--- src/ext_mem_pkg.sv ---
`default_nettype none

package ext_mem_pkg;

   // Bus word and address widths
   localparam int DATA_W = 32;
   localparam int ADDR_W = 14;  // Word address, 64 KiB in total
   localparam int STRB_W = DATA_W / 8;

   // Cache line geometry
   localparam int OFFSET_W       = 2;
   localparam int WORDS_PER_LINE = 1 << OFFSET_W;

   // Main memory request to ack, in cycles
   localparam int MEM_LAT = 2;

   typedef logic [DATA_W-1:0] data_t;
   typedef logic [ADDR_W-1:0] addr_t;
   typedef logic [STRB_W-1:0] strb_t;  // All zero for a read

endpackage

`default_nettype wire
--- src/mem_bus_if.sv ---
`timescale 1ns/1ps
`default_nettype none

interface mem_bus_if;
   import ext_mem_pkg::*;

   // Request side, held stable until ack
   logic  req;
   addr_t addr;
   data_t wdata;
   strb_t wstrb;

   // Response side
   data_t rdata;  // Valid with ack on a read
   logic  ack;    // Single-cycle pulse

   modport requester (
      output req,
      output addr,
      output wdata,
      output wstrb,
      input  rdata,
      input  ack
   );

   modport responder (
      input  req,
      input  addr,
      input  wdata,
      input  wstrb,
      output rdata,
      output ack
   );

endinterface

`default_nettype wire

--- src/l1_cache.sv ---
`timescale 1ns/1ps
`default_nettype none

module l1_cache #(
   parameter int NLINES_W = 4
) (
   input  wire                     clk_i,
   input  wire                     arst_i,
   input  wire                     inv_i,
   input  wire                     req_i,
   input  wire ext_mem_pkg::addr_t addr_i,
   input  wire ext_mem_pkg::data_t wdata_i,
   input  wire ext_mem_pkg::strb_t wstrb_i,
   output ext_mem_pkg::data_t      rdata_o,
   output logic                    ack_o,
   mem_bus_if.requester            be
);
   import ext_mem_pkg::*;

   localparam int NLINES = 1 << NLINES_W;
   localparam int TAG_W  = ADDR_W - NLINES_W - OFFSET_W;

   typedef logic [TAG_W-1:0]    tag_t;
   typedef logic [NLINES_W-1:0] idx_t;
   typedef logic [OFFSET_W-1:0] off_t;

   typedef enum logic [1:0] {
      C_IDLE,
      C_LOOKUP,
      C_FILL,
      C_WRITE
   } cache_state_t;

   cache_state_t state_q;

   // Line storage
   logic [NLINES-1:0] valid_q;
   tag_t              tag_mem  [NLINES];
   data_t             data_mem [NLINES*WORDS_PER_LINE];

   off_t fill_cnt_q;  // Next word of the line to fetch
   logic inv_pend_q;  // Invalidate seen while busy
   logic wr_ack_q;    // Front-end ack of a finished write

   // Address split
   tag_t tag;
   idx_t idx;
   off_t off;
   logic hit;
   logic is_wr;

   assign {tag, idx, off} = addr_i;
   assign is_wr = |wstrb_i;
   assign hit   = valid_q[idx] && (tag_mem[idx] == tag);

   // Back-end requests come only from the fill and write states
   assign be.req   = (state_q == C_FILL) || (state_q == C_WRITE);
   assign be.addr  = (state_q == C_FILL) ? {tag, idx, fill_cnt_q} : addr_i;
   assign be.wdata = wdata_i;
   assign be.wstrb = (state_q == C_WRITE) ? wstrb_i : '0;  // Fill words are reads

   assign rdata_o = data_mem[{idx, off}];
   assign ack_o   = ((state_q == C_LOOKUP) && hit && !is_wr) || wr_ack_q;

   always_ff @(posedge clk_i or posedge arst_i) begin
      if (arst_i) begin
         state_q    <= C_IDLE;
         valid_q    <= '0;
         fill_cnt_q <= '0;
         inv_pend_q <= 1'b0;
         wr_ack_q   <= 1'b0;
      end else begin
         wr_ack_q <= 1'b0;
         if (inv_i && (state_q != C_IDLE)) begin
            inv_pend_q <= 1'b1;  // Applied once back in idle
         end
         case (state_q)
            C_IDLE: begin
               if (inv_i || inv_pend_q) begin
                  valid_q    <= '0;
                  inv_pend_q <= 1'b0;
               end
               // Request still high in the write ack cycle is the old one
               if (req_i && !wr_ack_q) begin
                  state_q <= C_LOOKUP;
               end
            end
            C_LOOKUP: begin
               if (is_wr) begin
                  state_q <= C_WRITE;
               end else if (hit) begin
                  state_q <= C_IDLE;  // Read hit acked this cycle
               end else begin
                  state_q <= C_FILL;
               end
            end
            C_FILL: begin
               if (be.ack) begin
                  fill_cnt_q <= fill_cnt_q + 1'b1;  // Wraps to zero after the line
                  if (fill_cnt_q == '1) begin
                     valid_q[idx] <= 1'b1;
                     state_q      <= C_LOOKUP;  // Second lookup hits and acks
                  end
               end
            end
            C_WRITE: begin
               if (be.ack) begin
                  wr_ack_q <= 1'b1;
                  state_q  <= C_IDLE;
               end
            end
            default: begin
               state_q <= C_IDLE;
            end
         endcase
      end
   end

   // Tag and data arrays
   always_ff @(posedge clk_i) begin
      if ((state_q == C_FILL) && be.ack) begin
         data_mem[{idx, fill_cnt_q}] <= be.rdata;
         if (fill_cnt_q == '1) begin
            tag_mem[idx] <= tag;
         end
      end
      // Write hit merges the strobed bytes, a miss leaves the line alone
      if ((state_q == C_WRITE) && be.ack && hit) begin
         for (int b = 0; b < STRB_W; b++) begin
            if (wstrb_i[b]) begin
               data_mem[{idx, off}][8*b +: 8] <= wdata_i[8*b +: 8];
            end
         end
      end
   end

endmodule

`default_nettype wire

--- src/flat_wrapper.sv ---
// flat-port wrapper written by rule: the top's interface ports become plain ports
module l1_cache_flat import ext_mem_pkg::*;
#(
   parameter int NLINES_W = 4
)
  (clk_i, arst_i, inv_i, req_i, addr_i, wdata_i, wstrb_i, rdata_o, ack_o, be_req, be_addr, be_wdata, be_wstrb, be_rdata, be_ack);
  mem_bus_if be_i ();
  input  wire clk_i;
  input  wire arst_i;
  input  wire inv_i;
  input  wire req_i;
  input  wire ext_mem_pkg::addr_t addr_i;
  input  wire ext_mem_pkg::data_t wdata_i;
  input  wire ext_mem_pkg::strb_t wstrb_i;
  output ext_mem_pkg::data_t rdata_o;
  output logic ack_o;
  output wire logic [$bits(be_i.req)-1:0] be_req;
  output wire logic [$bits(be_i.addr)-1:0] be_addr;
  output wire logic [$bits(be_i.wdata)-1:0] be_wdata;
  output wire logic [$bits(be_i.wstrb)-1:0] be_wstrb;
  input wire logic [$bits(be_i.rdata)-1:0] be_rdata;
  input wire logic [$bits(be_i.ack)-1:0] be_ack;
  assign be_req = be_i.req;
  assign be_addr = be_i.addr;
  assign be_wdata = be_i.wdata;
  assign be_wstrb = be_i.wstrb;
  assign be_i.rdata = be_rdata;
  assign be_i.ack = be_ack;
  l1_cache #(.NLINES_W(NLINES_W)) u_core (.clk_i(clk_i), .arst_i(arst_i), .inv_i(inv_i), .req_i(req_i), .addr_i(addr_i), .wdata_i(wdata_i), .wstrb_i(wstrb_i), .rdata_o(rdata_o), .ack_o(ack_o), .be(be_i));
endmodule
--- config.mk ---
export PLATFORM = sky130hd
export DESIGN_NAME = l1_cache_flat
export DESIGN_NICKNAME = d
export VERILOG_FILES = /design/src/ext_mem_pkg.sv /design/src/mem_bus_if.sv /design/src/l1_cache.sv /design/src/flat_wrapper.sv
export SDC_FILE = /design/constraint.sdc
export NUM_CORES = 2
export LEC_CHECK = 0
export ABC_AREA = 0
export CAP_MARGIN = 15
export CORE_MARGIN = 3
export CORE_UTILIZATION = 63
export CTS_CLUSTER_SIZE = 40
export DETAILED_ROUTE_END_ITERATION = 8
export DONT_BUFFER_PORTS = 1
export PLACE_DENSITY = 0.77
export SETUP_SLACK_MARGIN = 0.2
export SKIP_CTS_REPAIR_TIMING = 1
export SYNTH_ARGS = -nofsm -noshare
export SYNTH_HDL_FRONTEND = slang
export SYNTH_SLANG_ARGS = --single-unit
--- constraint.sdc ---
create_clock -name clk_i -period 5.35 [get_ports clk_i]
set_input_delay 0.8025 -clock clk_i [delete_from_list [all_inputs] [get_ports clk_i]]
set_output_delay 0.8025 -clock clk_i [all_outputs]
set_load 0.02 [all_outputs]
==> impl_metrics.tcl <==
set metrics [dict create \
    status "finished, violations left" \
    violations "slew limit, setup timing" \
    wl_per_cell_um 35.22 \
    clock_skew_ns 0.02915 \
    ir_drop_uv 342.5 \
    avgSynthCellArea_um2 23.31 \
    seqCellArea_um2 65890 \
    portBuffers 0 \
    ys_warn_count 0 \
    route.detailed.drc 0 \
    netlist.area_leader.share_pct 75.64 \
    path_clk_slew_ns 0.06 \
    gp_congestion 0.7850 \
    syn_nets 3793 \
    die_h_um 376.3 \
    dr.pass1.iters 5 \
    required_ns 4.55 \
    whs_ns 0.07956 \
    finalCritPeriodShare_pct 105.7 \
    grt_pass1_vias 41790 \
    syn_area_um2 86380 \
    reg2reg_to "u_core.data_mem[33][13]$_DFFE_PP_" \
    whs_endpoint "u_core.tag_mem[14][7]$_DFFE_PP_" \
    num-nets-final 3956 \
    initial_core_util_pct 63.61 \
    wl_mm 205.2 \
    regToRegStartpoint "u_core.tag_mem[6][6]$_DFFE_PP_" \
    cp-end-kind "output pin" \
    grt.overflow.total 0 \
    dp_hpwl_mm 106.9 \
    fp-row-count 135 \
    leakagePower_nw 29.75 \
    worst-setup-path-type "input pin to output pin" \
    netlist_instances 3705 \
    route.vias.total 41470 \
    cts.path.max_buffers 3 \
    max_slew_margin_pct -70.32 \
    h-tree-depth 4 \
    period_needed_ns 5.653 \
    hold_depth 0 \
    vias_per_cell 7.118 \
    crit_path_max_fanout 517 \
    die_w_um 376.3 \
    cp_data_arrival_time_ns 4.85 \
    r2r_slack_ns 0.79 \
    grtUsageTotal_pct 29.69 \
    dieArea_um2 141600 \
    fill_cells 7576 \
    worst_setup_path_start_kind "input pin" \
    grt_setup_unrepaired "no" \
    drt-initial-drc-count 5765 \
    synth_top_flop_cell "edfxtp_1" \
    setup_ws_ns -0.3030 \
    io_pins 171 \
    ys_ff_latch 2198 \
    pre_cts_ws_ns 0.2289 \
    cts-root-buf "clkbuf_16" \
    yosysTopAreaCell "edfxtp_1" \
    reg2reg_depth 11 \
    insertion_delay_ns 0.83 \
    tightest_slew_ns 2.555 \
    syn2layout_area_growth_pct 11.04 \
    setup_tns_ns -0.6750 \
    grt_max_degree 518 \
    yosysSeqAreaShare_pct 76.28 \
    cts_sinks 2198 \
    drv_slew 319 \
    netlist_top_cells_area "edfxtp_1, mux4_2, nor3_1, nor3_2, dfrtp_1" \
    maxCapViolCount 0 \
    p_per_area_nw_per_um2 381.5 \
    yosysUniqueCellTypes 52 \
    fmax_ghz 0.1769 \
    min_path_type "input pin to flop" \
    cts-buffers-inserted 206 \
    antenna_found_initial 10 \
    cts_tree "done" \
    drive_above_1_share_pct 33.33 \
    hp-start "addr_i[13]" \
    core_um2 135800 \
    final_antenna_net_count 0 \
    grt_first_pass_wirelength_mm 301.6 \
    async_reset_ff_share_pct 1.001 \
    synth-edff-count 2176 \
    multi_input_area_um2 19190 \
    setup_viol_count_final 7 \
    finalHoldViolations 0 \
]
worst max-delay path, stage by stage:
cell and delay (ns):
mux4_2 1.40, mux4_2 0.53, mux4_2 0.55, a21o_1 0.37
cell usage after synthesis (8+ instances only):
library cell / instances
buf_6: 12
o21ai_0: 10
clkbuf_1: 146
dfrtp_1: 22
nor3_2: 60
mux2_2: 42
nor2b_1: 11
nor3_1: 207
and3_1: 8
buf_4: 47
mux2i_1: 38
mux4_2: 686
o21a_1: 17
nor2_1: 20
buf_1: 65
edfxtp_1: 2176
a22oi_1: 8
nand2_1: 33
nand3_1: 10
buf_2: 23
cell type report:
type,instances,share of cell area [%]
Antenna cell,3,0.007827
Clock buffer,256,5.721
Clock inverter,126,1.227
Inverter,3,0.01174
Multi-Input combinational cell,1211,20.01
Sequential cell,2198,68.70
Tap cell,1781,2.323
Timing Repair Buffer,248,2.005
state kept, by name, summed over array words and instances (netlist names):
signal	cells
u_core.data_mem	2048
u_core.fill_cnt_q	2
u_core.inv_pend_q	1
u_core.state_q	2
u_core.tag_mem	128
u_core.valid_q	16
u_core.wr_ack_q	1
cells by family (layout without fill, tap and decap cells):
family	after synthesis	after routing	share of synthesized area, %
adder cells (fa/ha/maj)	1	1	0.01448
AO/OA/AOI/OAI	65	65	0.5490
other	0	3	0
multiplexers	770	770	18.97
XOR/XNOR	10	10	0.1014
AND/OR/NAND/NOR	365	365	2.457
buffers and inverters	296	633	1.628
flip-flops	2198	2198	76.28
report_power, final:
part	leakage (nW)	internal, mW	switching, mW	total (mW)
Combinational	6.63	0.978	1.89	2.87
Clock	3.27	8.31	6.26	14.6
Sequential	19.8	19.1	0.0874	19.2
Total	29.7	28.4	8.24	36.6
layer usage:
layer  routed length (µm)  GRT usage (%)  vias to the layer above  share of wire [%]
met4                 6758          9.849                        6                3.3
met2                99600          45.92                     2998                 49
met3                22730          6.290                      410                 11
met1                76070          43.54                    21890                 37
met5                   41              0                        -              0.020
li1                     -              -                    16170                  -
cell usage in the layout, fill, tap and decap left out, types with 32 or more instances in the layout:
cell       synthesis  final
buf_4             47    193
clkbuf_1         146     40
clkbuf_16          0    210
clkinv_1           1     48
clkinv_2           0     42
edfxtp_1        2176   2176
mux2_2            42     42
mux2i_1           38     38
mux4_2           686    686
nand2_1           33     32
nor3_1           207    206
nor3_2            60     61
how the worst max path moves through the flow:
| stage | start | endpoint | slack, ns | cells past startpoint |
|---|---|---|---|---|
| global route | u_core.tag_mem[6][6]$_DFFE_PP_ | u_core.data_mem[38][18]$_DFFE_PP_ | 0.68 | 10 |
| global placement | addr_i[2] | u_core.data_mem[48][17]$_DFFE_PP_ | 0.25 | 9 |
| floorplan | addr_i[0] | rdata_o[0] | 0.70 | 7 |
| CTS | u_core.tag_mem[14][6]$_DFFE_PP_ | u_core.data_mem[48][18]$_DFFE_PP_ | 0.73 | 9 |
| detailed placement | addr_i[2] | u_core.data_mem[12][9]$_DFFE_PP_ | 0.23 | 9 |
| finish | addr_i[0] | rdata_o[2] | -0.30 | 4 |
through the flow:
step	util (%)	area (µm²)	instances	total power, mW
floorplan	-	86380	3705	21.36
global placement	65.47	88910	5388	22.22
CTS	70.39	95600	5774	36.68
finish	70.63	95920	5826	36.59
global route	70.63	95910	5825	37.40
detailed placement	65.49	88930	5392	22.28
Note: power is estimated with default switching activity, not from simulation.
