File: src/ext_mem_pkg.sv
`default_nettype none

package ext_mem_pkg;

   // Bus word and address widths
   localparam int DATA_W = 32;
   localparam int ADDR_W = 14;  // Word address, 64 KiB in total
   localparam int STRB_W = DATA_W / 8;

   // Cache line geometry
   localparam int OFFSET_W       = 2;
   localparam int WORDS_PER_LINE = 1 << OFFSET_W;

   // Main memory request to ack, in cycles
   localparam int MEM_LAT = 2;

   typedef logic [DATA_W-1:0] data_t;
   typedef logic [ADDR_W-1:0] addr_t;
   typedef logic [STRB_W-1:0] strb_t;  // All zero for a read

endpackage

`default_nettype wire
File: src/mem_bus_if.sv
`timescale 1ns/1ps
`default_nettype none

interface mem_bus_if;
   import ext_mem_pkg::*;

   // Request side, held stable until ack
   logic  req;
   addr_t addr;
   data_t wdata;
   strb_t wstrb;

   // Response side
   data_t rdata;  // Valid with ack on a read
   logic  ack;    // Single-cycle pulse

   modport requester (
      output req,
      output addr,
      output wdata,
      output wstrb,
      input  rdata,
      input  ack
   );

   modport responder (
      input  req,
      input  addr,
      input  wdata,
      input  wstrb,
      output rdata,
      output ack
   );

endinterface

`default_nettype wire

File: src/be_merge.sv
`timescale 1ns/1ps
`default_nettype none

module be_merge (
   input  wire          clk_i,
   input  wire          arst_i,
   mem_bus_if.responder m0,  // Instruction cache side
   mem_bus_if.responder m1,  // Data cache side
   mem_bus_if.requester s
);

   typedef enum logic {
      M_IDLE,
      M_BUSY
   } merge_state_t;

   merge_state_t state_q;
   logic         gnt_q;  // Last granted master, high for m1
   logic         busy;

   assign busy = (state_q == M_BUSY);

   // Steer the granted master onto the memory bus
   assign s.req   = busy && (gnt_q ? m1.req : m0.req);
   assign s.addr  = gnt_q ? m1.addr : m0.addr;
   assign s.wdata = gnt_q ? m1.wdata : m0.wdata;
   assign s.wstrb = gnt_q ? m1.wstrb : m0.wstrb;

   // Response goes back in the same cycle, only to the granted side
   assign m0.ack   = busy && !gnt_q && s.ack;
   assign m1.ack   = busy && gnt_q && s.ack;
   assign m0.rdata = gnt_q ? '0 : s.rdata;
   assign m1.rdata = gnt_q ? s.rdata : '0;

   always_ff @(posedge clk_i or posedge arst_i) begin
      if (arst_i) begin
         state_q <= M_IDLE;
         gnt_q   <= 1'b1;  // So the first tie goes to m0
      end else begin
         case (state_q)
            M_IDLE: begin
               if (m0.req || m1.req) begin
                  state_q <= M_BUSY;
                  if (m0.req && m1.req) begin
                     gnt_q <= !gnt_q;  // Alternate on contention
                  end else begin
                     gnt_q <= m1.req;
                  end
               end
            end
            M_BUSY: begin
               if (s.ack) begin
                  state_q <= M_IDLE;
               end
            end
            default: begin
               state_q <= M_IDLE;
            end
         endcase
      end
   end

endmodule

`default_nettype wire

File: src/flat_wrapper.sv
// flat-port wrapper written by rule: the top's interface ports become plain ports
module be_merge_flat 
  (clk_i, arst_i, m0_req, m0_addr, m0_wdata, m0_wstrb, m0_rdata, m0_ack, m1_req, m1_addr, m1_wdata, m1_wstrb, m1_rdata, m1_ack, s_req, s_addr, s_wdata, s_wstrb, s_rdata, s_ack);
  mem_bus_if m0_i ();
  mem_bus_if m1_i ();
  mem_bus_if s_i ();
  input  wire clk_i;
  input  wire arst_i;
  input wire logic [$bits(m0_i.req)-1:0] m0_req;
  input wire logic [$bits(m0_i.addr)-1:0] m0_addr;
  input wire logic [$bits(m0_i.wdata)-1:0] m0_wdata;
  input wire logic [$bits(m0_i.wstrb)-1:0] m0_wstrb;
  output wire logic [$bits(m0_i.rdata)-1:0] m0_rdata;
  output wire logic [$bits(m0_i.ack)-1:0] m0_ack;
  input wire logic [$bits(m1_i.req)-1:0] m1_req;
  input wire logic [$bits(m1_i.addr)-1:0] m1_addr;
  input wire logic [$bits(m1_i.wdata)-1:0] m1_wdata;
  input wire logic [$bits(m1_i.wstrb)-1:0] m1_wstrb;
  output wire logic [$bits(m1_i.rdata)-1:0] m1_rdata;
  output wire logic [$bits(m1_i.ack)-1:0] m1_ack;
  output wire logic [$bits(s_i.req)-1:0] s_req;
  output wire logic [$bits(s_i.addr)-1:0] s_addr;
  output wire logic [$bits(s_i.wdata)-1:0] s_wdata;
  output wire logic [$bits(s_i.wstrb)-1:0] s_wstrb;
  input wire logic [$bits(s_i.rdata)-1:0] s_rdata;
  input wire logic [$bits(s_i.ack)-1:0] s_ack;
  assign m0_i.req = m0_req;
  assign m0_i.addr = m0_addr;
  assign m0_i.wdata = m0_wdata;
  assign m0_i.wstrb = m0_wstrb;
  assign m0_rdata = m0_i.rdata;
  assign m0_ack = m0_i.ack;
  assign m1_i.req = m1_req;
  assign m1_i.addr = m1_addr;
  assign m1_i.wdata = m1_wdata;
  assign m1_i.wstrb = m1_wstrb;
  assign m1_rdata = m1_i.rdata;
  assign m1_ack = m1_i.ack;
  assign s_req = s_i.req;
  assign s_addr = s_i.addr;
  assign s_wdata = s_i.wdata;
  assign s_wstrb = s_i.wstrb;
  assign s_i.rdata = s_rdata;
  assign s_i.ack = s_ack;
  be_merge u_core (.clk_i(clk_i), .arst_i(arst_i), .m0(m0_i), .m1(m1_i), .s(s_i));
endmodule
File: config.mk
export PLATFORM = sky130hd
export DESIGN_NAME = be_merge_flat
export DESIGN_NICKNAME = d
export VERILOG_FILES = /design/src/ext_mem_pkg.sv /design/src/mem_bus_if.sv /design/src/be_merge.sv /design/src/flat_wrapper.sv
export SDC_FILE = /design/constraint.sdc
export NUM_CORES = 1
export LEC_CHECK = 0
export BUFFER_PORTS_ARGS = -buffer_cell sky130_fd_sc_hd__buf_2
export CAP_MARGIN = 15
export CELL_PAD_IN_SITES_DETAIL_PLACEMENT = 1
export CELL_PAD_IN_SITES_GLOBAL_PLACEMENT = 1
export CORE_AREA = 2 2 99 101
export DETAILED_ROUTE_END_ITERATION = 10
export DIE_AREA = 0 0 101 103
export HOLD_SLACK_MARGIN = 0.12
export PLACE_DENSITY_LB_ADDON = 0.1
export SLEW_MARGIN = 20
export SYNTH_ARGS = -nofsm -noshare
export SYNTH_HDL_FRONTEND = slang
export SYNTH_SLANG_ARGS = --single-unit
File: constraint.sdc
create_clock -name clk_i -period 2 [get_ports clk_i]
set_input_delay 0.1 -clock clk_i [delete_from_list [all_inputs] [get_ports clk_i]]
set_output_delay 0.1 -clock clk_i [all_outputs]
set_load 0.05 [all_outputs]
==> flow_summary.rst <==
.. list-table::
   :header-rows: 1

   * - Metric
     - Value
   * - Outcome
     - completed
   * - # nets final
     - about 530
   * - Flop2flop setup slack
     - ~0.74 ns
   * - P_int
     - ~1.2 mW
   * - Post-synth EDFFs
     - 0
   * - Width of the die
     - just over 100 µm
   * - Num ports
     - ~250
   * - Leak
     - roughly 1.7 nW
   * - Initial antenna violation count
     - 0
   * - CTS-repair resized insts
     - 0
   * - Setup clock skew after layout
     - ~0.0045 ns
   * - Maximum number of pins on one net before global-route repair
     - between 40 and 50
   * - Type of the most critical hold path
     - in2reg
   * - Most numerous cell types in the synthesized netlist
     - 48 x sky130_fd_sc_hd__mux2_4, 33 x sky130_fd_sc_hd__nor2b_1, 32 x sky130_fd_sc_hd__and2_1, 6 x sky130_fd_sc_hd__buf_6, 4 x sky130_fd_sc_hd__buf_2
   * - Cell with the most instances after synthesis
     - sky130_fd_sc_hd__mux2_4
   * - RD Place Congestion
     - about 0.73
   * - Flip-flop and latch count after synthesis
     - 2
   * - Initial Util
     - roughly 14%
   * - Logic depth of the worst register-to-register path
     - 3
   * - Clock buffer count from CTS
     - 3
   * - Placeable core region
     - approximately 9500 µm²
   * - Fraction of synthesis flops using an asynchronous set or reset pin
     - 100%
   * - Final instance area
     - about 2800 µm²
   * - Main flop type after synthesis
     - sky130_fd_sc_hd__dfstp_2
   * - Fraction of layout cells with a size suffix above 1
     - between 80% and 90%
   * - Worst Setup Slack, final
     - 0.118 ns
   * - Die area
     - approximately 10,000 µm²
   * - Vias in the first global route
     - about 1,800
   * - Hold Path Origin
     - m0_req
   * - Clock tree from TritonCTS
     - yes
   * - Number of buffers inserted by post-CTS setup repair
     - 0
   * - Initial detailed-routing violation count
     - 14
   * - Achievable Freq
     - approximately 530 MHz
   * - Count of TritonRoute iterations in the first routing pass
     - 3
   * - Count of maximum capacitance violations
     - 0
   * - Fin. Hold Viols
     - 0
   * - Vias post-DR
     - 1,947
   * - Worst relative slew slack
     - between 80% and 90%
   * - Synth unique cells
     - 19
   * - Wire length of the first global-routing pass
     - about 9000 µm
   * - Total wire length after detailed routing
     - around 6900 µm
   * - Main area contributors after synthesis
     - sky130_fd_sc_hd__mux2_4 53%, sky130_fd_sc_hd__nor2b_1 15%, sky130_fd_sc_hd__and2_1 15%
   * - Standard cell area after detailed placement
     - between 2000 and 3000 µm²
   * - Number of clock sinks
     - 2
   * - Dpl hpwl
     - 6120 µm
   * - Count of inserted antenna diode cells
     - 0
   * - Fin cells
     - approximately 500
   * - Post-Synthesis Cells
     - 139
   * - Post-placement cell count
     - roughly 500
   * - GRT overflow
     - 0
   * - Setup repair after global routing missed its margin
     - false
   * - Total negative slack
     - 0 ns
   * - Level count of the clock H-tree
     - 1
   * - FP Rows
     - 36
   * - Detail-routed net length per standard cell
     - 13.7 µm
   * - Area overhead of the layout relative to synthesis
     - 104%
   * - Proportion of power drawn by the clock network
     - under 10%
   * - Capturing element type of the critical path
     - output pin
   * - Endpoint of the worst setup timing path
     - s_wdata[22]
   * - Number of hold buffers added after CTS
     - 1
   * - Total global-route track usage
     - between 10% and 20%
   * - Slew Viols, Final
     - 0
   * - Switching power total
     - 2.48 mW
   * - Net Sw Frac
     - 67.1%
   * - Arrival time at the worst endpoint
     - between 1.5 and 2 ns
   * - Critical Path RT
     - between 1.5 and 2 ns
   * - Sequential Power Share
     - 3.0%
   * - Antenna Nets Post-Route
     - 0
   * - Buffers added on ports
     - 253
   * - Avg Cell Area, Syn
     - 9.85 µm²
   * - Fraction of power consumed by combinational cells
     - ~90%
   * - Proportion of netlist area held by the largest area contributor
     - 52.7%
   * - Nets in the synthesized netlist
     - 276
   * - Count of synthesis-stage warnings from yosys
     - 0
   * - Power per cell area
     - 1330 nW/µm²
   * - Final worst path period share
     - a little over nine tenths
   * - Reg clk slew, reported paths
     - around 0.03 ns
   * - Max rail drop VDD
     - 0.427 mV
   * - Min Clock Period, post-route
     - 1.88 ns
   * - Worst Setup Start Kind
     - flop
   * - Netlist area before placement
     - 1370 µm²
   * - Transition time at the pin with the least slew margin
     - about 0.27 ns
   * - Residual DRC
     - 0
   * - Avg Vias per Cell
     - 3.89
   * - Post-synthesis sequential area ratio
     - 3.75%
   * - Number of buffers on the longest clock path
     - 2
   * - Largest fanout of any net on the critical path
     - between 40 and 50
   * - Clock Latency Late Sink
     - between 0.2 and 0.25 ns
   * - CP Class
     - reg2out
   * - Worst setup slack before clock tree synthesis
     - around 0.34 ns
   * - FF-to-FF End
     - u_core.gnt_q$_DFFE_PP1P_
   * - Y dimension of the die
     - 103 µm
   * - Crit path from
     - u_core.gnt_q$_DFFE_PP1P_
   * - Cell accounting for the most synthesized area
     - sky130_fd_sc_hd__mux2_4
   * - Fill cells
     - around 1,200
   * - Clk root buf
     - sky130_fd_sc_hd__clkbuf_8
   * - Crit Reg-Reg Startpoint
     - u_core.gnt_q$_DFFE_PP1P_
   * - Setup-violating endpoint count in the final report
     - 0
cell type report:
type,instances,area (µm²),area share [%]
Clock buffer,4,45.0,1.62
Tap cell,114,143,5.12
Multi-Input combinational cell,123,1200,43.2
Sequential cell,2,55.1,1.98
Timing Repair Buffer,257,1340,48.0
Inverter,1,3.75,0.135
logic make-up (layout without fill, tap and decap cells):
group                  Yosys count  in the layout  share of synthesized area, %
multiplexers                    51             51                          55.0
buffers and inverters           14            262                          8.32
AND/OR/NAND/NOR                 70             70                          31.7
AO/OA/AOI/OAI                    2              2                          1.19
flip-flops                       2              2                          3.75
routing by layer:
layer / track usage [%] / up-vias / share of wire [%]
met2: 23.7 / 127 / 57
met1: 10.5 / 860 / 32
li1: - / 957 / -
met3: 2.31 / 3 / 10
met5: 0 / - / 0
met4: 1.56 / 0 / 0.31
stage by stage:
step           utilization [%]  hold slack, ns  power [mW]
5_1_grt                   29.5           0.175        3.87
2_1_floorplan                -          -0.160        2.92
4_1_cts                   29.5           0.148        3.75
3_5_place_dp              28.9         -0.0393        3.57
3_3_place_gp              28.9         -0.0407        3.57
6_report                  29.5           0.152        3.70
critical path, cell delays in order, from the launching register on:
cell,delay [ns]
sky130_fd_sc_hd__dfstp_4,0.74
sky130_fd_sc_hd__buf_12,0.26
sky130_fd_sc_hd__mux2_4,0.32
sky130_fd_sc_hd__buf_2,0.21
cells in the final DEF, fill, tap and decap left out:
master | netlist | final
sky130_fd_sc_hd__a21o_1 | 1 | 1
sky130_fd_sc_hd__and2_1 | 32 | 32
sky130_fd_sc_hd__and3_1 | 1 | 1
sky130_fd_sc_hd__buf_12 | 0 | 3
sky130_fd_sc_hd__buf_2 | 4 | 253
sky130_fd_sc_hd__clkbuf_1 | 2 | 1
sky130_fd_sc_hd__clkbuf_8 | 0 | 3
sky130_fd_sc_hd__dfrtp_1 | 1 | 1
sky130_fd_sc_hd__dfstp_4 | 0 | 1
sky130_fd_sc_hd__dlygate4sd3_1 | 0 | 1
sky130_fd_sc_hd__inv_1 | 1 | 1
sky130_fd_sc_hd__mux2_2 | 2 | 2
sky130_fd_sc_hd__mux2_4 | 48 | 48
sky130_fd_sc_hd__mux2i_1 | 1 | 1
sky130_fd_sc_hd__nand2_1 | 1 | 1
sky130_fd_sc_hd__nand2b_1 | 1 | 1
sky130_fd_sc_hd__nor2_1 | 1 | 1
sky130_fd_sc_hd__nor2b_1 | 33 | 33
sky130_fd_sc_hd__nor3b_1 | 1 | 1
sky130_fd_sc_hd__o31a_1 | 1 | 1
sequential cells by signal (all words and copies together) (netlist names):
name,count
u_core.gnt_q,1
u_core.busy,1
worst min-delay path by stage:
stage	slack, ns	endpoint	depth (start not counted)
2_1_floorplan	-0.16	u_core.busy$_DFF_PP0_	1
3_3_place_gp	-0.04	u_core.busy$_DFF_PP0_	2
3_5_place_dp	-0.04	u_core.busy$_DFF_PP0_	2
4_1_cts	0.15	u_core.busy$_DFF_PP0_	2
5_1_grt	0.18	u_core.busy$_DFF_PP0_	2
6_report	0.15	u_core.busy$_DFF_PP0_	2
power groups by stage:
stage | clock network (mW) | registers [mW] | logic, mW
2_1_floorplan | 0 | 0.0611 | 2.86
3_3_place_gp | 0 | 0.110 | 3.46
3_5_place_dp | 0 | 0.112 | 3.45
4_1_cts | 0.178 | 0.111 | 3.46
5_1_grt | 0.182 | 0.114 | 3.57
6_report | 0.173 | 0.110 | 3.42
(Power assumes the default switching activity.)
